File: src/cnn_pkg.sv
package cnn_pkg;

	// data and lane geometry
	localparam int DATA_WIDTH = 16; // float16
	localparam int PARA_Y = 3; // slices per ram word

	// feature map ram, two halves for ping-pong
	localparam int FM_RAM_DEPTH = 256;
	localparam int FM_RAM_HALF = 128; // base of the upper half
	localparam int FM_ADDR_WIDTH = 8;

	// layer configuration field widths
	localparam int FM_SIZE_WIDTH = 5; // fm_size up to 8
	localparam int POOL_WIN_WIDTH = 2; // window 1 to 3
	localparam int GROUP_WIDTH = 2; // slice groups of PARA_Y
	localparam int LAYER_NUM_WIDTH = 4;

	typedef logic [DATA_WIDTH-1:0] fp16_t;

	// lane k holds slice k of the group
	typedef fp16_t [PARA_Y-1:0] fm_word_t;

	typedef logic [FM_ADDR_WIDTH-1:0] fm_addr_t;

	typedef struct packed {
		logic en;
		logic we; // 1 write, 0 read
		fm_addr_t addr;
		fm_word_t wdata;
	} ram_req_t;

	typedef enum logic {
		LAYER_LOAD = 1'b0,
		LAYER_POOL = 1'b1
	} layer_type_t;

	typedef struct packed {
		logic [FM_SIZE_WIDTH-1:0] fm_size;
		logic [GROUP_WIDTH-1:0] fm_groups; // number of groups in use
		logic [POOL_WIN_WIDTH-1:0] pool_win;
	} layer_cfg_t;

	// true when a > b, +0 ranks above -0, no NaN handling
	function automatic logic fp16_greater(input fp16_t a, input fp16_t b);
		logic gt;
		if (a[DATA_WIDTH-1] != b[DATA_WIDTH-1]) begin
			gt = b[DATA_WIDTH-1]; // only a positive a wins
		end else if (!a[DATA_WIDTH-1]) begin
			gt = a[DATA_WIDTH-2:0] > b[DATA_WIDTH-2:0];
		end else begin
			// both negative, smaller magnitude is larger
			gt = a[DATA_WIDTH-2:0] < b[DATA_WIDTH-2:0];
		end
		return gt;
	endfunction

endpackage

File: src/fm_ram_arbiter.sv
`timescale 1ns/100ps

module fm_ram_arbiter (
	input  logic              clk,
	input  logic              rst,
	input  cnn_pkg::ram_req_t host_req_i,
	input  cnn_pkg::ram_req_t engine_req_i,
	output cnn_pkg::ram_req_t ram_req_o,
	input  cnn_pkg::fm_word_t ram_rdata_i,
	output logic              engine_gnt_o,
	output logic              engine_rvalid_o,
	output logic              host_rvalid_o,
	output cnn_pkg::fm_word_t rdata_o
);

	logic rd_valid_q; // a read was issued last cycle
	logic rd_owner_q; // 1 engine, 0 host

	// host always wins, engine holds its request until granted
	assign engine_gnt_o = engine_req_i.en & ~host_req_i.en;

	assign ram_req_o = host_req_i.en ? host_req_i : engine_req_i;

	always_ff @(posedge clk or negedge rst) begin
		if (!rst) begin
			rd_valid_q <= 1'b0;
			rd_owner_q <= 1'b0;
		end else begin
			rd_valid_q <= ram_req_o.en & ~ram_req_o.we;
			rd_owner_q <= ~host_req_i.en;
		end
	end

	// returned word goes to whoever owned the read
	assign host_rvalid_o = rd_valid_q & ~rd_owner_q;
	assign engine_rvalid_o = rd_valid_q & rd_owner_q;
	assign rdata_o = ram_rdata_i;

endmodule

File: config.mk
export PLATFORM = sky130hd
export DESIGN_NAME = fm_ram_arbiter
export DESIGN_NICKNAME = d
export VERILOG_FILES = /design/src/cnn_pkg.sv /design/src/fm_ram_arbiter.sv
export SDC_FILE = /design/constraint.sdc
export NUM_CORES = 1
export LEC_CHECK = 0
export BUFFER_PORTS_ARGS = -buffer_cell sky130_fd_sc_hd__buf_2
export CORE_AREA = 4 4 104 106
export CTS_CLUSTER_DIAMETER = 100
export CTS_CLUSTER_SIZE = 12
export DETAILED_ROUTE_END_ITERATION = 7
export DIE_AREA = 0 0 108 110
export PLACE_DENSITY = 0.6
export SYNTH_ARGS = -nofsm -noshare
export SYNTH_HDL_FRONTEND = slang
export SYNTH_SLANG_ARGS = --single-unit
File: constraint.sdc
create_clock -name clk -period 1.5 [get_ports clk]
set_input_delay 0.3 -clock clk [delete_from_list [all_inputs] [get_ports clk]]
set_output_delay 0.3 -clock clk [all_outputs]
set_load 0.005 [all_outputs]
==> results_dict.tcl, run 1 <==
set metrics [dict create \
    grt_pass1_wl_um 5930 \
    dp_hpwl_um 3990 \
    port_buffers 178 \
    end_kind "output port" \
    slew_headroom_pct 85.8 \
    p_sw_share_pct 27.5 \
    synth_xor_area_share_pct 0 \
    clkPwrFrac_pct 25.6 \
    wire_per_inst_um 11.5 \
    drc 0 \
    drt-met1-wl_um 1350 \
    dp_slack_ns 0.0819 \
    grt_max_degree 31 \
    ios 275 \
    highest_layer "met4" \
    yosysSeqAreaShare_pct 3.51 \
    n_antenna_cell 0 \
    hold_class "primary input to flop" \
    critical_path_class "primary input to output port" \
    holdPathStages 2 \
    start_util_pct 14.6 \
    synth.avg_cell_area_um2 11.7 \
    yosysWarnings 0 \
    finalHoldViolations 0 \
    grtUsageTotal_pct 6.02 \
    status "complete, no violations" \
    place.gp.congestion 0.669 \
    synthTopCellsByArea "mux2_4, buf_4, buf_12" \
    yosys.cell_types.count 12 \
    multi_input_area_um2 883 \
    tns_ns 0 \
    p_leak_nw 1.26 \
    fillCellCount 1087 \
    drive_gt1_share_pct 95.6 \
    overflow 0 \
    h-tree-depth 1 \
    p_int_mw 0.608 \
    grt_pass1_vias 1352 \
    vias_per_cell 3.43 \
    die_y_um 110 \
    required_ns 1.20 \
    crit_arrival_ns 1.11 \
    synth-seq-cells 2 \
    clock_sinks 2 \
    area_growth_pct 47.5 \
    synth_mux_area_share_pct 59.1 \
    vdd_drop_max_mv 0.155 \
    cts_setup_buffers 0 \
    netlist_area_um2 1420 \
    finalWorstPathRequiredPeriod_ns 1.41 \
    setup.worst_path.start_class "primary input" \
    yosys.area.top_type "mux2_4" \
    dieArea_um2 11900 \
    num_vias 1320 \
    period_share_pct 94.0 \
    ctsResizeCount 0 \
    wl_met3_um 585 \
    startpoint "host_req_i[57]" \
    tightest_slew_ns 0.213 \
    power_frac_comb_pct 67.3 \
    detail-route-antenna-nets 0 \
    setup_ws_ns 0.0906 \
    endpoint "ram_req_o[40]" \
    fmax_mhz 710 \
    numCtsBuffers 3 \
    nets 420 \
    final_cells 385 \
    seq_area_um2 50.0 \
    cts_tree "yes" \
    crit_fanout 30 \
    power_density_nw_per_um2 399 \
    num_rows 36 \
    antenna_found_initial 0 \
    wl_met2_um 2460 \
    synthAdderAreaFrac_pct 0 \
    rsz0062_at_grt "no" \
    synth_cells 122 \
    synth-simple-area-share_pct 2.02 \
    synth_nets 288 \
    die-width_um 108 \
    drt_iter0_markers 31 \
    synth_top_family_by_area "multiplexers" \
    wirelength_um 4430 \
    fin_util_pct 21.5 \
    pwr-share-seq_pct 7.0 \
    synth_top_area_share_pct 59.1 \
    setup_viol 0 \
    cts-root-buf "clkbuf_8" \
    synth_compound_area_share_pct 0.967 \
    core_um2 9770 \
    final_max_slew_viol_count 0 \
    ctsLongestPathBuffers 2 \
    p_sw_mw 0.231 \
    path_clk_slew_ns 0.03 \
    dr.pass1.iters 4 \
    dp_cells 381 \
    maxCapViolations 0 \
]
## registers in the layout, indices dropped and copies added (netlist names)
register / flops
rd_owner_q: 1
rd_valid_q: 1
## kinds of logic after synthesis
group,Yosys count
flops,2
mux,56
compound gates,2
simple gates,5
buf+inv,57
## metal layers
layer	vias to the layer above	GRT usage [%]
met5	-	0
met4	0	2.61
met3	11	2.10
met2	107	11.8
met1	574	5.61
li1	628	-
## repair_timing
action | CTS | global route
setup endpoints to repair | 0 | 0
endpoints found under the hold margin | 2 | 0
hold buffers | 1 | 0
## per-stage QoR
stage	hold slack (ns)	power, mW	area, um^2
final	0.335	0.839	2100
after global routing	0.369	0.899	2100
after CTS	0.354	0.858	2100
after detailed placement	0.0879	0.631	2050
after global placement	0.0857	0.621	2050
after floorplan	0.00441	0.465	1420
## power by group through the flow
stage | combinational (mW) | sequential [mW] | clock (mW)
2_1_floorplan | 0.406 | 0.0592 | 0
3_3_place_gp | 0.562 | 0.0592 | 0
3_5_place_dp | 0.572 | 0.0594 | 0
4_1_cts | 0.576 | 0.0589 | 0.223
5_1_grt | 0.612 | 0.0593 | 0.227
6_report | 0.565 | 0.0589 | 0.215
## cell type report
class / count / area share (%)
clock buffers: 3 / 1.97
inverters: 2 / 0.358
multi-input cells: 63 / 42.1
flip-flops and latches: 2 / 2.38
well taps: 133 / 7.93
repair buffers: 182 / 45.3
## worst min path at each step
stage                              start          to  slack [ns]
after floorplan                      rst  rd_owner_q       0.004
after global routing      host_req_i[56]  rd_valid_q        0.37
final                     host_req_i[56]  rd_valid_q        0.33
after detailed placement             rst  rd_owner_q        0.09
after global placement               rst  rd_owner_q        0.09
after CTS                 host_req_i[56]  rd_valid_q        0.35
## cells in the final DEF (no fill, tap or decap), types with 2 or more instances in the layout
cell and instances:
dfrtp_1 2, buf_4 2, inv_1 2, nor2b_1 2, clkbuf_8 3, buf_12 2, mux2_4 56, buf_2 177
## critical path, cell delays in order
cell and delay [ns]:
buf_4 0.12, buf_12 0.22, mux2_4 0.32, buf_2 0.13
## cell usage after synthesis (all sizes together)
master	number
mux2	56
dfrtp	2
buf	55
o21ai	1
nand2	1
nor2b	2
inv	2
or2	1
o2bb2ai	1
and2	1
No activity file was read; power rests on OpenSTA's default activity.
==> inputs of run 2 (changes only) <==
--- a/config.mk
+++ b/config.mk
@@ -14,2 +14,3 @@
 export PLACE_DENSITY = 0.6
+export RECOVER_POWER = 100
 export SYNTH_ARGS = -nofsm -noshare
==> constraint.sdc (replaced) <==
create_clock -name clk -period 1.5 [get_ports clk]
set_input_delay 0.225 -clock clk [delete_from_list [all_inputs] [get_ports clk]]
set_output_delay 0.225 -clock clk [all_outputs]
set_load 0.005 [all_outputs]
==> run 2 against run 1 <==
Effect of this change:
- global-route usage shrank 0.25 points
- total power decreased by 15%
- hold slack worse by 0.077 ns
- wire length shrank 0.81%
- sequential share of layout area rose by 0.28 points
- non-clock buffer count down 1
- sequential power hardly changed
- clock-buffer cell count stayed put
- clock power fell by 2%
- critical endpoint is now ram_req_o[25]
- largest cell class unchanged
- largest power group unchanged
==> results_dict.tcl, run 2 (synthesis gave the netlist of run 1 again) <==
set metrics [dict create \
    grt_max_degree 36 \
    cts_hold_buffers 1 \
    cts_tree "yes" \
    clkPwrFrac_pct 29.4 \
    p_sw_share_pct 29.3 \
    final_common_cell "buf_2" \
    holdPathStages 2 \
    fmax_mhz 770 \
    crit_arrival_ns 1.07 \
    drt_iter0_markers 16 \
    finalWorstPathRequiredPeriod_ns 1.30 \
    grt_pass1_wl_um 5750 \
    slowest_stage "mux2_1" \
    drc 0 \
    die_y_um 110 \
    setup_viol 0 \
    seq_area_um2 50.0 \
    die-width_um 108 \
    area_growth_pct 31.8 \
    vias_per_cell 3.41 \
    placed_cell_area_um2 2040 \
    detail-route-antenna-nets 0 \
    finalHoldViolations 0 \
    power_frac_comb_pct 62.3 \
    slew_headroom_pct 83.6 \
    final_max_slew_viol_count 0 \
    ios 275 \
    grtUsageTotal_pct 5.78 \
    core_um2 9770 \
    final_area_um2 1880 \
    final_cells 384 \
    path_buf_inv 3 \
    antenna_found_initial 0 \
    p_int_mw 0.504 \
    min_to "rd_valid_q" \
    layout_common_cells "buf_2, mux2_1, clkbuf_8, clkbuf_1" \
    ctsLongestPathBuffers 2 \
    status "complete, no violations" \
    period_share_pct 86.6 \
    crit_fanout 26 \
    tightest_slew_ns 0.247 \
    critical_path_class "primary input to output port" \
    clock_sinks 2 \
    fin_util_pct 19.2 \
    fillCellCount 1137 \
    vdd_drop_max_mv 0.194 \
    port_buffers 178 \
    dp_slack_ns 0.214 \
    start_util_pct 14.6 \
    overflow 0 \
    cts_setup_buffers 0 \
    tns_ns 0 \
    wirelength_um 4390 \
    setup.worst_path.start_class "primary input" \
    rsz0062_at_grt "no" \
    required_ns 1.27 \
    wire_per_inst_um 11.4 \
    pwr-share-seq_pct 8.3 \
    setup_ws_ns 0.201 \
    hold_class "primary input to flop" \
    num_rows 36 \
    path_clk_slew_ns 0.03 \
    whs_ns 0.257 \
    num_vias 1308 \
    power_density_nw_per_um2 380 \
    end_kind "output port" \
    slowest_delay_ns 0.35 \
    critPathTopFamily "buffers and inverters" \
    n_antenna_cell 0 \
    multi_input_area_um2 681 \
    p_leak_nw 1.02 \
    worstPathCellList "buf_4, buf_6, mux2_1, buf_2" \
    dp_cells 380 \
    numCtsBuffers 3 \
    place.gp.congestion 0.664 \
    dr.pass1.iters 2 \
    p_sw_mw 0.209 \
    top_regs "rd_owner_q: 1 flops, rd_valid_q: 1 flops" \
    nets 419 \
    dp_hpwl_um 3890 \
    cts-root-buf "clkbuf_8" \
    h-tree-depth 1 \
    maxCapViolations 0 \
    hp-start "host_req_i[56]" \
    dieArea_um2 11900 \
    ctsResizeCount 0 \
    drive_gt1_share_pct 72.9 \
    power.total_mw 0.714 \
    grt_pass1_vias 1295 \
]
run 2: worst max-delay path by stage:
| stage | depth (start not counted) | from | to |
|---|---|---|---|
| 5_1_grt | 4 | host_req_i[57] | ram_req_o[25] |
| 2_1_floorplan | 3 | host_req_i[57] | ram_req_o[49] |
| 6_report | 4 | host_req_i[57] | ram_req_o[25] |
| 4_1_cts | 4 | host_req_i[57] | ram_req_o[45] |
| 3_3_place_gp | 4 | host_req_i[57] | ram_req_o[29] |
| 3_5_place_dp | 4 | host_req_i[57] | ram_req_o[45] |
run 2: layer usage:
layer | global-route usage [%] | routed length, um | up-vias
li1 | - | - | 626
met1 | 5.68 | 1460 | 570
met2 | 11.2 | 2340 | 102
met3 | 2.04 | 572 | 10
met4 | 1.98 | 25 | 0
met5 | 0 | 0 | -
run 2: layout make-up:
class                      instances  share of cell area, %
tap                              133                   8.87
timing repair buffer             181                   49.6
inverter                           2                  0.400
sequential                         2                   2.67
clock buffer                       3                   2.20
multi-input combinational         63                   36.3
run 2: power groups by stage:
stage	Combinational (mW)	Clock (mW)	Sequential (mW)
final	0.445	0.210	0.0589
after global routing	0.495	0.222	0.0598
after CTS	0.573	0.219	0.0589
after detailed placement	0.569	0	0.0594
after global placement	0.558	0	0.0592
after floorplan	0.406	0	0.0592
