$ cat config.mk
export PLATFORM = sky130hd
export DESIGN_NAME = layer_sequencer
export DESIGN_NICKNAME = d
export VERILOG_FILES = /design/src/cnn_pkg.sv /design/src/layer_sequencer.sv
export SDC_FILE = /design/constraint.sdc
export NUM_CORES = 1
export LEC_CHECK = 0
export BUFFER_PORTS_ARGS = -buffer_cell sky130_fd_sc_hd__buf_2
export CAP_MARGIN = 25
export CORE_AREA = 2 2 39 41
export DETAILED_ROUTE_END_ITERATION = 6
export DIE_AREA = 0 0 41 43
export SKIP_CTS_REPAIR_TIMING = 1
export SKIP_LAST_GASP = 1
export SLEW_MARGIN = 15
export SYNTH_ARGS = -nofsm -noshare
export SYNTH_HDL_FRONTEND = slang
export SYNTH_SLANG_ARGS = --single-unit
$ cat constraint.sdc
create_clock -name clk -period 0.9 [get_ports clk]
set_input_delay 0.18 -clock clk [delete_from_list [all_inputs] [get_ports clk]]
set_output_delay 0.18 -clock clk [all_outputs]
set_load 0.05 [all_outputs]
$ cat src/cnn_pkg.sv
package cnn_pkg;

	// data and lane geometry
	localparam int DATA_WIDTH = 16; // float16
	localparam int PARA_Y = 3; // slices per ram word

	// feature map ram, two halves for ping-pong
	localparam int FM_RAM_DEPTH = 256;
	localparam int FM_RAM_HALF = 128; // base of the upper half
	localparam int FM_ADDR_WIDTH = 8;

	// layer configuration field widths
	localparam int FM_SIZE_WIDTH = 5; // fm_size up to 8
	localparam int POOL_WIN_WIDTH = 2; // window 1 to 3
	localparam int GROUP_WIDTH = 2; // slice groups of PARA_Y
	localparam int LAYER_NUM_WIDTH = 4;

	typedef logic [DATA_WIDTH-1:0] fp16_t;

	// lane k holds slice k of the group
	typedef fp16_t [PARA_Y-1:0] fm_word_t;

	typedef logic [FM_ADDR_WIDTH-1:0] fm_addr_t;

	typedef struct packed {
		logic en;
		logic we; // 1 write, 0 read
		fm_addr_t addr;
		fm_word_t wdata;
	} ram_req_t;

	typedef enum logic {
		LAYER_LOAD = 1'b0,
		LAYER_POOL = 1'b1
	} layer_type_t;

	typedef struct packed {
		logic [FM_SIZE_WIDTH-1:0] fm_size;
		logic [GROUP_WIDTH-1:0] fm_groups; // number of groups in use
		logic [POOL_WIN_WIDTH-1:0] pool_win;
	} layer_cfg_t;

	// true when a > b, +0 ranks above -0, no NaN handling
	function automatic logic fp16_greater(input fp16_t a, input fp16_t b);
		logic gt;
		if (a[DATA_WIDTH-1] != b[DATA_WIDTH-1]) begin
			gt = b[DATA_WIDTH-1]; // only a positive a wins
		end else if (!a[DATA_WIDTH-1]) begin
			gt = a[DATA_WIDTH-2:0] > b[DATA_WIDTH-2:0];
		end else begin
			// both negative, smaller magnitude is larger
			gt = a[DATA_WIDTH-2:0] < b[DATA_WIDTH-2:0];
		end
		return gt;
	endfunction

endpackage

$ cat src/layer_sequencer.sv
`timescale 1ns/100ps

module layer_sequencer (
	input  logic                                 clk,
	input  logic                                 rst,
	input  logic [cnn_pkg::LAYER_NUM_WIDTH-1:0] layer_num_i,
	input  cnn_pkg::layer_type_t                 layer_type_i,
	input  logic                                 init_done_i,
	input  logic                                 engine_done_i,
	output logic                                 start_o,
	output logic                                 src_half_o,
	output logic                                 layer_ready_o
);

	logic [cnn_pkg::LAYER_NUM_WIDTH-1:0] cur_layer_q;
	logic started_q; // engine already kicked for this layer

	always_ff @(posedge clk or negedge rst) begin
		if (!rst) begin
			cur_layer_q <= '0;
			started_q <= 1'b0;
			start_o <= 1'b0;
			src_half_o <= 1'b0;
			layer_ready_o <= 1'b0;
		end else begin
			start_o <= 1'b0;
			if (layer_num_i != cur_layer_q) begin
				// new layer is coming
				cur_layer_q <= layer_num_i;
				started_q <= 1'b0;
				layer_ready_o <= 1'b0;
			end else if (layer_type_i == cnn_pkg::LAYER_LOAD) begin
				layer_ready_o <= init_done_i; // host finished loading
			end else begin
				if (!started_q) begin
					start_o <= 1'b1;
					started_q <= 1'b1;
				end
				if (engine_done_i) begin
					src_half_o <= ~src_half_o; // results become next source
					layer_ready_o <= 1'b1;
				end
			end
		end
	end

endmodule

==> results of run 1 <==
stage by stage:
step / setup WS [ns] / std cells / hold slack (ns) / TNS (ns) / instance area [um2]
floorplan: -0.0814 / 26 / -0.116 / -0.0814 / 304
global placement: -0.130 / 49 / 0.0303 / -0.291 / 364
detailed placement: -0.158 / 49 / 0.0342 / -0.342 / 364
CTS: -0.181 / 53 / -0.254 / -0.871 / 390
global route: -0.207 / 56 / 0.0476 / -1.09 / 444
finish: -0.129 / 56 / 0.0582 / -0.658 / 444
placed cells by master (no fill, tap or decap):
cell,instances
clkbuf_4,3
dlygate4sd3_1,1
buf_4,2
dfrtp_1,7
buf_6,3
xor2_1,1
buf_2,8
nand2_1,1
nor3b_2,1
dfrtp_2,1
clkbuf_1,1
nand4_1,1
nor2_1,5
xnor2_1,4
a211oi_2,1
cell families after synthesis:
kind of cell           after synthesis
AO/OA/AOI/OAI                        1
flip-flops                           8
AND/OR/NAND/NOR                      8
XOR/XNOR                             5
buffers and inverters                4
routing by layer:
| layer | GRT usage, % | wire length [um] | up-vias |
|---|---|---|---|
| li1 | - | - | 106 |
| met1 | 6.93 | 198 | 98 |
| met2 | 8.75 | 274 | 6 |
| met3 | 3.14 | 41 | 0 |
| met4 | 8.00 | 0 | 0 |
| met5 | 0 | 0 | - |
layout make-up:
cell class	count	area share (%)
clock buffer	4	5.92
timing repair buffer	14	22.3
multi-input combinational	14	22.0
sequential	8	45.4
tap	16	4.51
critical path: cells and delay by family (launching register included):
family / cells / cell delay (ns)
flops: 1 / 0.37
simple gates: 2 / 0.27
buf+inv: 1 / 0.17
xor+xnor: 1 / 0.15
flip-flops by register name (all words and copies together), names as in the netlist:
name	count
layer_ready_o	1
cur_layer_q	4
start_o	1
started_q	1
src_half_o	1
how the worst max path moves through the flow:
stage	start	to	slack (ns)
6_report	cur_layer_q[2]	start_o	-0.13
5_1_grt	cur_layer_q[2]	src_half_o	-0.21
2_1_floorplan	cur_layer_q[3]	src_half_o	-0.08
4_1_cts	cur_layer_q[3]	src_half_o	-0.18
3_5_place_dp	cur_layer_q[3]	src_half_o	-0.16
3_3_place_gp	cur_layer_q[2]	src_half_o	-0.13
power breakdown:
group          switching, uW  internal (uW)
Clock                    126            170
Sequential              20.5            396
Combinational            144            117
Total                    290            682
==> out/qor.txt, run 1 <==
Lkg Pwr - 0.000208 uW
first-pass GRT wire length - 696 um
FF/Latch Area - 201 um2
# DRC - 0
cells after synthesis - 26
wire length per cell - 9.18 um
num ports - 12
worst-margin pin slew - 0.184 ns
Port Buf Inserts - 11
Die ar. - 1760 um2
Setup crit end kind - flop
relative slew slack - 87.7%
synth warn - 0
via count - 210
initial DRC count - 1
final global-route overflow total - 0
area leader, netlist - dfrtp_1
Worst R2R Setup Slack - -0.13 ns
Slew Limit Fails - 0
share of layout cells above drive strength 1 - 47.5%
leading post-synthesis cells by cell area - dfrtp_1 66%, xnor2_1 12%, nor2_1 6.2%
nets@finish - 50
top_reg_cell synth - dfrtp_1
Syn Area/Cell - 11.6 um2
main combinational cell family by area after synthesis - XOR/XNOR gates
setup ws final - -0.129 ns
Starting Density - 21.9%
top-count cell post-synth - dfrtp_1
Post-synth EDFFs - 0
crit path kind - flop to flop
xor/xnor share of the synthesized area - 14.5%
DRT Pass-1 Iters - 2
reg2reg start - cur_layer_q[2]
simple-gate area share of the yosys netlist - 12.0%
Yosys reg bits - 8
Area Growth Syn to Fin - 46.7%
post-synth cell types - 9
die width - 41 um
total power - 973 uW
status - finished with violations
Hold/Removal Path Class - input pin to flop
Hold Path Depth - 1
Yosys top cell area share - 66.1%
clock skew - 0.00566 ns
Compound-Gate Fraction of Synth Area - 2.48%
drt total wl - 514 um
Required @ worst endpoint - 1.08 ns
clk sinks - 8
Vert. Die Dim - 43 um
placed wire-length estimate - 375 um
Min-Delay Endpoint - cur_layer_q[3]
Root Driver - clkbuf_4
RSZ-0062 raised after global routing - yes
Via-to-Cell Ratio - 3.75
CP max stage delay - 0.37 ns
Async S/R FF share, synth - 100%
clock slew at reported path FFs - 0.06 ns
endpoints failing hold - 0
slowest CP cell - dfrtp_1
GRT Total Usage - 6.78%
worst path cell trace - xnor2_1 > nand4_1 > buf_4 > nor3b_2
Core ar. - 1380 um2
syn_nets - 35
CTS tree - done
Final Cycle Share - 114%
number of global-route vias before repair - 178
Tmin final - 1.03 ns
FF-to-FF path depth - 4
post-route ant nets - 0
failing checks - negative setup slack
Max clock buf depth - 2
Placer Congestion - 0.624
Worst Path Arrival - 1.21 ns
clock latency on the worst-skew pair - 0.25 ns
FP Rows - 14
worst ir drop on vdd - 504 uV
H-tree depth - 1
FILL cells - 143
FMAX - 972 MHz
final core utilization - 32.1%
initial antenna violation count - 0
synth cell count leaders - 8 x dfrtp_1, 5 x nor2_1, 4 x clkbuf_1, 4 x xnor2_1
CTS buffer count - 3
hold_sp - layer_num_i[3]
pin count of the biggest net entering global routing - 9
Synth Area in Adders - 0%
Finish-stage setup viols - 7
Max FO, Critical Path - 3
post-synthesis mux area share - 0%
R2R Path End - start_o
crit start category - flop
area of the multi-input gates - 97.6 um2
Mapped Area - 303 um2
PD cells - 2190 nW/um2
Seq/Total Area, Yosys - 66.1%
ANT cells - 0
max-cap check violation count - 0
Power figures use the tool's default switching activity.
==> inputs of run 2 (changes only) <==
- CORE_AREA: 2 2 39 41 -> 5 5 42 44
- DIE_AREA: 0 0 41 43 -> 0 0 47 49
==> run 2 against run 1 <==
The flow still finishes with violations (negative setup slack). First-iteration DRC count increased to 3.0 times the previous value. Sequential share of layout area increased by 1.9 points. Cell count decreased by 1.8%. Wire length increased by 4.7%. Worst hold slack improved by 0.0038 ns. Core utilization decreased by 1.7 points. Clock power increased by 2%. Worst setup slack got worse by 0.027 ns. Clock skew increased by 0.0047 ns. Global-route usage decreased by 1.2 points. Power about the same. Maximum frequency decreased by 2.6%. Highest routed layer unchanged.
==> out/qor.txt, run 2 (synthesized netlist as in run 1, its figures left out) <==
status - finished with violations
failing checks - negative setup slack
Tmin final - 1.06 ns
worst-margin pin slew - 0.199 ns
slowest CP cell - dfrtp_1
clk sinks - 8
share of layout cells above drive strength 1 - 41.0%
GRT Total Usage - 5.61%
clock latency on the worst-skew pair - 0.26 ns
num ports - 12
Via-to-Cell Ratio - 3.76
FMAX - 947 MHz
RSZ-0062 raised after global routing - yes
Min-Delay Endpoint - cur_layer_q[0]
Final Cycle Share - 117%
via count - 207
Slew Limit Fails - 0
first-pass GRT wire length - 834 um
DRT Pass-1 Iters - 3
internal power - 680 uW
Sw Pwr - 293 uW
number of global-route vias before repair - 181
PD cells - 2280 nW/um2
R2R Path End - src_half_o
Core ar. - 1400 um2
worst path cell trace - xnor2_1 > nand4_1 > nor2_1 > xor2_1
Max FO, Critical Path - 4
pin count of the biggest net entering global routing - 9
crit path kind - flop to flop
sw frac - 30.1%
Clk network pwr share - 31.0%
worst hold slack - 0.0620 ns
Comb pwr share - 26.3%
relative slew slack - 86.7%
FF/Latch Area - 201 um2
most common cell after layout, fill and taps aside - buf_2
Die ar. - 2300 um2
CP bufs+invs - 0
endpoints failing hold - 0
clock skew - 0.0104 ns
FP Rows - 14
post-route ant nets - 0
Worst R2R Setup Slack - -0.16 ns
Required @ worst endpoint - 1.09 ns
max-cap check violation count - 0
Seq pwr share - 42.7%
Vert. Die Dim - 49 um
FILL cells - 165
Post-DP Area - 364 um2
ANT cells - 0
Hold Path Depth - 1
initial antenna violation count - 0
Port Buf Inserts - 11
CP max stage delay - 0.37 ns
H-tree depth - 1
Setup crit end kind - flop
Worst Path Arrival - 1.24 ns
Starting Density - 21.6%
Finish-stage setup viols - 6
Area Growth Syn to Fin - 40.9%
hold_sp - layer_num_i[0]
initial DRC count - 3
total power - 973 uW
die width - 47 um
Biggest register - cur_layer_q
area of the multi-input gates - 87.6 um2
crit start category - flop
max FFs per register - 4
nets@finish - 49
CP top delay family - flip-flops
commonest non-fill, non-tap cells in the layout - 8 x buf_2, 7 x dfrtp_1, 5 x nor2_1, 4 x xnor2_1
Lkg Pwr - 0.000201 uW
clock slew at reported path FFs - 0.06 ns
Root Driver - clkbuf_4
Max clock buf depth - 2
final global-route overflow total - 0
Placer Congestion - 0.595
reg2reg start - cur_layer_q[1]
final instance area - 427 um2
Hold/Removal Path Class - input pin to flop
CTS buffer count - 3
# DRC - 0
setup ws final - -0.156 ns
CTS tree - done
wire length per cell - 9.78 um
drt total wl - 538 um
worst ir drop on vdd - 947 uV
FF-to-FF path depth - 4
[run 2: cell types whose count changed in the layout (fill, tap and decap cells not counted)]
cell / change
a211oi_1: +1
a211oi_2: -1
nor3b_2: -1
nor3b_1: +1
buf_4: -1
[run 2: stage by stage]
stage,setup slack (ns),TNS (ns),std cells,util (%)
3_3_place_gp,-0.141,-0.322,49,26.0
4_1_cts,-0.180,-0.886,53,27.9
6_report,-0.156,-0.609,55,30.4
2_1_floorplan,-0.0814,-0.0814,26,-
5_1_grt,-0.239,-1.02,55,30.4
3_5_place_dp,-0.161,-0.344,49,26.0
[run 2: worst register-to-register path, stage by stage, from the launching register on]
cell and delay, ns:
dfrtp_1 0.37, xnor2_1 0.15, nand4_1 0.18, nor2_1 0.15, xor2_1 0.15
[run 2: worst max path at each step]
stage | slack (ns) | depth (start not counted) | to | from
floorplan | -0.08 | 4 | src_half_o | cur_layer_q[3]
CTS | -0.18 | 1 | src_half_o | src_half_o
global placement | -0.14 | 4 | src_half_o | cur_layer_q[1]
finish | -0.16 | 4 | src_half_o | cur_layer_q[1]
detailed placement | -0.16 | 4 | src_half_o | cur_layer_q[1]
global route | -0.24 | 4 | src_half_o | cur_layer_q[2]
[run 2: final cells by class]
class                           instances  share of cell area [%]
Clock buffer                            4                    6.16
Tap cell                               16                    4.69
Timing Repair Buffer                   13                    21.4
Multi-Input combinational cell         14                    20.5
Sequential cell                         8                    47.2
[run 2: power by group through the flow]
stage	Combinational, uW	Sequential, uW	Clock, uW
after detailed placement	188	422	0
after floorplan	43.4	510	0
after global placement	188	421	0
after CTS	189	416	315
after global routing	271	419	337
final	256	416	301
[run 2: metal layers]
metal	global-route usage [%]	part of all wire [%]	vias to the layer above
li1	-	-	106
met1	6.56	43	94
met2	6.33	46	7
met3	4.80	11	0
met4	4.15	0	0
met5	0	0	-
