### src/cnn_pkg.sv
package cnn_pkg;

	// data and lane geometry
	localparam int DATA_WIDTH = 16; // float16
	localparam int PARA_Y = 3; // slices per ram word

	// feature map ram, two halves for ping-pong
	localparam int FM_RAM_DEPTH = 256;
	localparam int FM_RAM_HALF = 128; // base of the upper half
	localparam int FM_ADDR_WIDTH = 8;

	// layer configuration field widths
	localparam int FM_SIZE_WIDTH = 5; // fm_size up to 8
	localparam int POOL_WIN_WIDTH = 2; // window 1 to 3
	localparam int GROUP_WIDTH = 2; // slice groups of PARA_Y
	localparam int LAYER_NUM_WIDTH = 4;

	typedef logic [DATA_WIDTH-1:0] fp16_t;

	// lane k holds slice k of the group
	typedef fp16_t [PARA_Y-1:0] fm_word_t;

	typedef logic [FM_ADDR_WIDTH-1:0] fm_addr_t;

	typedef struct packed {
		logic en;
		logic we; // 1 write, 0 read
		fm_addr_t addr;
		fm_word_t wdata;
	} ram_req_t;

	typedef enum logic {
		LAYER_LOAD = 1'b0,
		LAYER_POOL = 1'b1
	} layer_type_t;

	typedef struct packed {
		logic [FM_SIZE_WIDTH-1:0] fm_size;
		logic [GROUP_WIDTH-1:0] fm_groups; // number of groups in use
		logic [POOL_WIN_WIDTH-1:0] pool_win;
	} layer_cfg_t;

	// true when a > b, +0 ranks above -0, no NaN handling
	function automatic logic fp16_greater(input fp16_t a, input fp16_t b);
		logic gt;
		if (a[DATA_WIDTH-1] != b[DATA_WIDTH-1]) begin
			gt = b[DATA_WIDTH-1]; // only a positive a wins
		end else if (!a[DATA_WIDTH-1]) begin
			gt = a[DATA_WIDTH-2:0] > b[DATA_WIDTH-2:0];
		end else begin
			// both negative, smaller magnitude is larger
			gt = a[DATA_WIDTH-2:0] < b[DATA_WIDTH-2:0];
		end
		return gt;
	endfunction

endpackage

### src/max_pool_unit.sv
`timescale 1ns/100ps

module max_pool_unit (
	input  logic              clk,
	input  logic              rst,
	input  logic              clear_i,
	input  logic              sample_valid_i,
	input  cnn_pkg::fm_word_t sample_i,
	output cnn_pkg::fm_word_t result_o
);

	cnn_pkg::fm_word_t acc_q;
	logic first_q; // next sample opens a new window
	logic load_first;

	// first sample of a window loads the lanes directly
	assign load_first = clear_i | first_q;

	always_ff @(posedge clk or negedge rst) begin
		if (!rst) begin
			first_q <= 1'b0;
		end else if (sample_valid_i) begin
			first_q <= 1'b0;
		end else if (clear_i) begin
			first_q <= 1'b1;
		end
	end

	// one running maximum per slice lane
	always_ff @(posedge clk) begin
		if (sample_valid_i) begin
			for (int k = 0; k < cnn_pkg::PARA_Y; k++) begin
				if (load_first || cnn_pkg::fp16_greater(sample_i[k], acc_q[k])) begin
					acc_q[k] <= sample_i[k];
				end
			end
		end
	end

	assign result_o = acc_q; // valid the cycle after the last sample

endmodule

### src/pool_engine.sv
`timescale 1ns/100ps

module pool_engine (
	input  logic                clk,
	input  logic                rst,
	input  logic                start_i,
	input  logic                src_half_i,
	input  cnn_pkg::layer_cfg_t cfg_i,
	output cnn_pkg::ram_req_t   req_o,
	input  logic                gnt_i,
	input  logic                rvalid_i,
	input  cnn_pkg::fm_word_t   rdata_i,
	output logic                done_o
);

	typedef enum logic [1:0] {
		S_IDLE,
		S_READ,
		S_WAIT,
		S_WRITE
	} state_t;

	state_t state_q;
	logic src_half_q;
	logic [cnn_pkg::GROUP_WIDTH-1:0] grp_q;
	logic [cnn_pkg::FM_SIZE_WIDTH-1:0] row_q; // window top row
	logic [cnn_pkg::FM_SIZE_WIDTH-1:0] col_q; // window left column
	logic [cnn_pkg::POOL_WIN_WIDTH-1:0] wy_q;
	logic [cnn_pkg::POOL_WIN_WIDTH-1:0] wx_q;
	logic [3:0] rcnt_q; // samples returned in this window
	cnn_pkg::fm_addr_t out_addr_q;
	logic clear_q;

	cnn_pkg::fm_word_t pool_result;
	logic [3:0] nsamp;
	logic [cnn_pkg::FM_SIZE_WIDTH:0] win_x2;
	logic [cnn_pkg::FM_SIZE_WIDTH:0] col_end;
	logic [cnn_pkg::FM_SIZE_WIDTH:0] row_end;
	logic win_last;
	logic col_last;
	logic row_last;
	logic grp_last;
	cnn_pkg::fm_addr_t src_base;
	cnn_pkg::fm_addr_t row_idx;
	cnn_pkg::fm_addr_t in_addr;

	assign nsamp = {2'b00, cfg_i.pool_win} * {2'b00, cfg_i.pool_win};
	assign win_last = (wy_q == cfg_i.pool_win - 1'b1) && (wx_q == cfg_i.pool_win - 1'b1);

	// a following window must fit inside the map, leftovers are skipped
	assign win_x2 = {{(cnn_pkg::FM_SIZE_WIDTH - cnn_pkg::POOL_WIN_WIDTH){1'b0}},
		cfg_i.pool_win, 1'b0};
	assign col_end = {1'b0, col_q} + win_x2;
	assign row_end = {1'b0, row_q} + win_x2;
	assign col_last = col_end > {1'b0, cfg_i.fm_size};
	assign row_last = row_end > {1'b0, cfg_i.fm_size};
	assign grp_last = grp_q == cfg_i.fm_groups - 1'b1;

	// src base + (group * fm_size + row) * fm_size + col
	assign src_base = src_half_q ? cnn_pkg::fm_addr_t'(cnn_pkg::FM_RAM_HALF) : '0;
	assign row_idx = cnn_pkg::fm_addr_t'(grp_q) * cnn_pkg::fm_addr_t'(cfg_i.fm_size)
		+ cnn_pkg::fm_addr_t'(row_q) + cnn_pkg::fm_addr_t'(wy_q);
	assign in_addr = src_base + row_idx * cnn_pkg::fm_addr_t'(cfg_i.fm_size)
		+ cnn_pkg::fm_addr_t'(col_q) + cnn_pkg::fm_addr_t'(wx_q);

	always_comb begin
		req_o = '0;
		case (state_q)
			S_READ: begin
				req_o.en = 1'b1;
				req_o.addr = in_addr;
			end
			S_WRITE: begin
				req_o.en = 1'b1;
				req_o.we = 1'b1;
				req_o.addr = out_addr_q;
				req_o.wdata = pool_result;
			end
			default: ;
		endcase
	end

	always_ff @(posedge clk or negedge rst) begin
		if (!rst) begin
			state_q <= S_IDLE;
			src_half_q <= 1'b0;
			grp_q <= '0;
			row_q <= '0;
			col_q <= '0;
			wy_q <= '0;
			wx_q <= '0;
			rcnt_q <= '0;
			out_addr_q <= '0;
			clear_q <= 1'b0;
			done_o <= 1'b0;
		end else begin
			clear_q <= 1'b0;
			done_o <= 1'b0;
			if (rvalid_i) begin
				rcnt_q <= rcnt_q + 1'b1;
			end
			case (state_q)
				S_IDLE: begin
					if (start_i) begin
						src_half_q <= src_half_i;
						// outputs are dense, written in order from the other base
						out_addr_q <= src_half_i ? '0 : cnn_pkg::fm_addr_t'(cnn_pkg::FM_RAM_HALF);
						grp_q <= '0;
						row_q <= '0;
						col_q <= '0;
						wy_q <= '0;
						wx_q <= '0;
						rcnt_q <= '0;
						clear_q <= 1'b1;
						state_q <= S_READ;
					end
				end
				S_READ: begin
					if (gnt_i) begin
						if (wx_q == cfg_i.pool_win - 1'b1) begin
							wx_q <= '0;
							if (win_last) begin
								wy_q <= '0;
								state_q <= S_WAIT; // last read of the window issued
							end else begin
								wy_q <= wy_q + 1'b1;
							end
						end else begin
							wx_q <= wx_q + 1'b1;
						end
					end
				end
				S_WAIT: begin
					if (rvalid_i && rcnt_q == nsamp - 1'b1) begin
						rcnt_q <= '0;
						state_q <= S_WRITE;
					end
				end
				S_WRITE: begin
					if (gnt_i) begin
						out_addr_q <= out_addr_q + 1'b1;
						if (!col_last) begin
							col_q <= col_q + cfg_i.pool_win;
						end else begin
							col_q <= '0;
							if (!row_last) begin
								row_q <= row_q + cfg_i.pool_win;
							end else begin
								row_q <= '0;
								if (!grp_last) begin
									grp_q <= grp_q + 1'b1;
								end
							end
						end
						if (col_last && row_last && grp_last) begin
							done_o <= 1'b1;
							state_q <= S_IDLE;
						end else begin
							clear_q <= 1'b1;
							state_q <= S_READ;
						end
					end
				end
				default: state_q <= S_IDLE;
			endcase
		end
	end

	max_pool_unit u_max_pool_unit (
		.clk            (clk),
		.rst            (rst),
		.clear_i        (clear_q),
		.sample_valid_i (rvalid_i),
		.sample_i       (rdata_i),
		.result_o       (pool_result)
	);

endmodule

### config.mk
export PLATFORM = sky130hd
export DESIGN_NAME = pool_engine
export DESIGN_NICKNAME = d
export VERILOG_FILES = /design/src/cnn_pkg.sv /design/src/max_pool_unit.sv /design/src/pool_engine.sv
export SDC_FILE = /design/constraint.sdc
export NUM_CORES = 1
export LEC_CHECK = 0
export BUFFER_PORTS_ARGS = -buffer_cell sky130_fd_sc_hd__buf_2
export CORE_ASPECT_RATIO = 1.5
export CORE_MARGIN = 2
export CORE_UTILIZATION = 27
export DETAILED_ROUTE_END_ITERATION = 12
export HOLD_SLACK_MARGIN = 0.08
export SYNTH_ARGS = -nofsm -noshare
export SYNTH_HDL_FRONTEND = slang
export SYNTH_SLANG_ARGS = --single-unit
### constraint.sdc
create_clock -name clk -period 15.6 [get_ports clk]
set_input_delay 4.68 -clock clk [delete_from_list [all_inputs] [get_ports clk]]
set_output_delay 4.68 -clock clk [all_outputs]
set_load 0.1 [all_outputs]
==> flow_metrics.py <==
metrics = {
    "run_status": {
        "status": "completed",
    },
    "grt": {
        "grt_pass1_wl_um": 27300,
        "grt_max_degree": 76,
        "grt_overflow_total": 0,
        "grt_use_total": 0.129,
        "antenna_found_initial": 0,
        "grt_pass1_vias": 5680,
    },
    "timing": {
        "min_period_over_period": 0.976,
        "setup_violations": 0,
        "fmax_mhz": 65.7,
        "rsz0062_at_grt": "no",
        "min_period_ns": 15.22,
        "finClkSkew_ns": 0.00780,
        "worst_pin_slew_ns": 0.850,
        "slew_violations": 0,
        "slew_headroom": 0.433,
        "hold_viol_final": 0,
        "tns_ns": 0,
    },
    "floorplan": {
        "dieArea_um2": 26800,
        "core_area_um2": 25100,
        "io-pin-count": 122,
        "rows": 71,
        "fp.dieH_um": 200,
        "die_w_um": 134,
        "start_util": 0.275,
    },
    "detailed_routing": {
        "vias": 5387,
        "firstDrtPassIters": 4,
        "drc": 0,
        "via_per_inst": 4.60,
        "wl_per_cell_um": 14.1,
        "drtAntennaViolNets": 0,
        "routed_wl_um": 16500,
        "drtIter0Drc": 148,
    },
    "critical_path": {
        "crit_type": "in2out",
        "worstPathRequired_ns": 10.92,
        "crit_path_top_delay_cell": "fa_1",
        "cp-end-kind": "output port",
        "crit_chain": "buf_2 -> nand2_1 -> fa_1 -> fa_1 -> inv_1 -> ha_1 -> inv_1 -> fa_1 -> xnor2_2 -> nand2_1 -> fa_1 -> fa_1 -> fa_1 -> inv_1 -> ha_1 -> a21oi_1 -> o21bai_1 -> a21oi_1 -> xnor3_1 -> xnor2_1 -> xnor2_1 -> a22o_1 -> buf_12",
        "cp_data_arrival_time_ns": 10.54,
        "worst_path_largest_cell_delay_ns": 0.54,
        "cp_max_fo": 9,
        "cp-start-kind": "input port",
        "cp_common_cell": "fa_1",
    },
    "place": {
        "gp_congestion": 0.814,
        "dpl.hpwl_um": 13400,
        "dp_cells": 1154,
        "numPortBuffers": 121,
        "place_area_um2": 7870,
    },
    "cts": {
        "ctsLongestPathBuffers": 2,
        "cts_inserted_buffers": 9,
        "root_buffer": "clkbuf_16",
        "clock_sinks": 82,
        "cts_tree": "built",
        "cts_max_level": 3,
        "clk_pin_slew_ns": 0.06,
        "clkLatencyLatePin_ns": 0.35,
        "holdBufCountCts": 0,
    },
    "final_layout": {
        "diodes": 0,
        "final_nets": 1021,
        "drive_above_1_share": 0.170,
        "areaGrowthSynthToFinish_pct": 19.3,
        "stdcell_count": 1170,
        "multi_input_area_um2": 4140,
        "register_area_um2": 2290,
        "stdcell_area_um2": 8210,
        "fin_util": 0.328,
        "nFillCells": 2640,
    },
    "logic_synthesis": {
        "syn_inst": 721,
        "synth_area_um2": 6880,
        "yosys_warnings": 0,
        "synth_edf_count": 48,
        "yosysMostFrequentCell": "inv_1",
        "syn_avg_cell_area_um2": 9.54,
        "async_reset_ff_frac": 0.415,
        "synth_cell_types": 53,
        "synth_top_flop_cell": "edfxtp_1",
        "synth_area_leader_cell": "edfxtp_1",
        "synthTopCellsByCount": "102 x inv_1, 95 x ha_1, 62 x and2_1, 48 x edfxtp_1, 47 x nand2_1",
        "synth-seq-area-share": 0.333,
        "netlist_top_cells_area": "edfxtp_1 21%, ha_1 17%, dfrtp_1 12%, fa_1 7.6%, and2_1 5.6%",
        "syn-num-nets": 905,
        "yosys.area.top_type_share": 0.209,
        "ys_ff_latch": 82,
    },
    "job": {
        "cap_violations": 0,
    },
    "worst_hold_path": {
        "hp-class": "reg2reg",
    },
}
-- critical path, delay by kind of cell --
family	cells	cell delay, ns
xor+xnor	4	1.03
compound gates	4	0.70
buf+inv	5	0.52
fa+ha+maj	8	3.40
simple gates	2	0.20
-- what timing repair did --
action | in CTS | in global routing
setup endpoints to repair | 0 | 1
buffers inserted | 0 | 0
resized for setup | 0 | 1
-- path summary, 6_finish.rpt --
check,depth (start not counted),from,slack (ns),end
setup reg to reg,7,state_q[1],12.55,row_q[4]
hold / removal,1,col_q[4],0.50,col_q[4]
hold reg to reg,1,col_q[4],0.50,col_q[4]
max in group asynchronous,1,rst,10.62,src_half_q
min in group asynchronous,1,rst,4.43,row_q[2]
setup / recovery,23,cfg_i[5],0.38,req_o[55]
-- flip-flops by register name, indices dropped and copies added (netlist names), 2 cells and up --
signal and cells:
wx_q 2, state_q 2, grp_q 2, rcnt_q 4
col_q 5, wy_q 2, out_addr_q 8, row_q 5
u_max_pool_unit.result_o 48
-- per-stage QoR --
stage,setup WS (ns),hold slack (ns)
floorplan,0.224,0.459
global placement,0.474,0.482
detailed placement,0.261,0.493
CTS,0.262,0.503
global route,0.0507,0.541
finish,0.377,0.498
-- cells in the final DEF, fill, tap and decap left out, types with 3 or more instances in the layout --
master,instances
a21o_1,22
a21oi_1,31
a22o_1,9
and2_1,62
and3_1,5
buf_2,120
buf_4,3
bufinv_16,3
clkbuf_16,9
dfrtp_1,34
edfxtp_1,48
fa_1,26
ha_1,94
inv_1,102
mux2i_1,7
nand2_1,47
nand2b_1,6
nand3_1,20
nand3b_1,4
nand4_1,14
nor2_1,34
nor2b_1,12
nor3_1,5
nor3b_1,4
o21a_1,6
o21ai_0,29
o21ai_1,6
o22ai_1,3
o311a_1,3
o31ai_1,4
xnor2_1,20
xor2_1,15
-- cell type report --
class / count / share of cell area
tap: 328 / 0.0500
multi-input combinational: 517 / 0.504
clock buffer: 11 / 0.0284
sequential: 82 / 0.279
clock inverter: 5 / 0.0125
timing repair buffer: 124 / 0.0784
inverter: 103 / 0.0471
-- layer usage --
metal / track usage / share of wire
met1: 0.135 / 0.40
met2: 0.246 / 0.54
met3: 0.0277 / 0.039
met4: 0.0561 / 0.025
met5: 0 / 0
-- cells by family after synthesis --
logic type,share of synthesized area
XOR/XNOR,0.0491
AO/OA/AOI/OAI,0.119
AND/OR/NAND/NOR,0.170
adder cells (fa/ha/maj),0.248
flip-flops,0.333
buffers and inverters,0.0667
multiplexers,0.0135
Power is not shown: default switching activity piles up to over one toggle a cycle in this logic, so the estimate is an artifact.
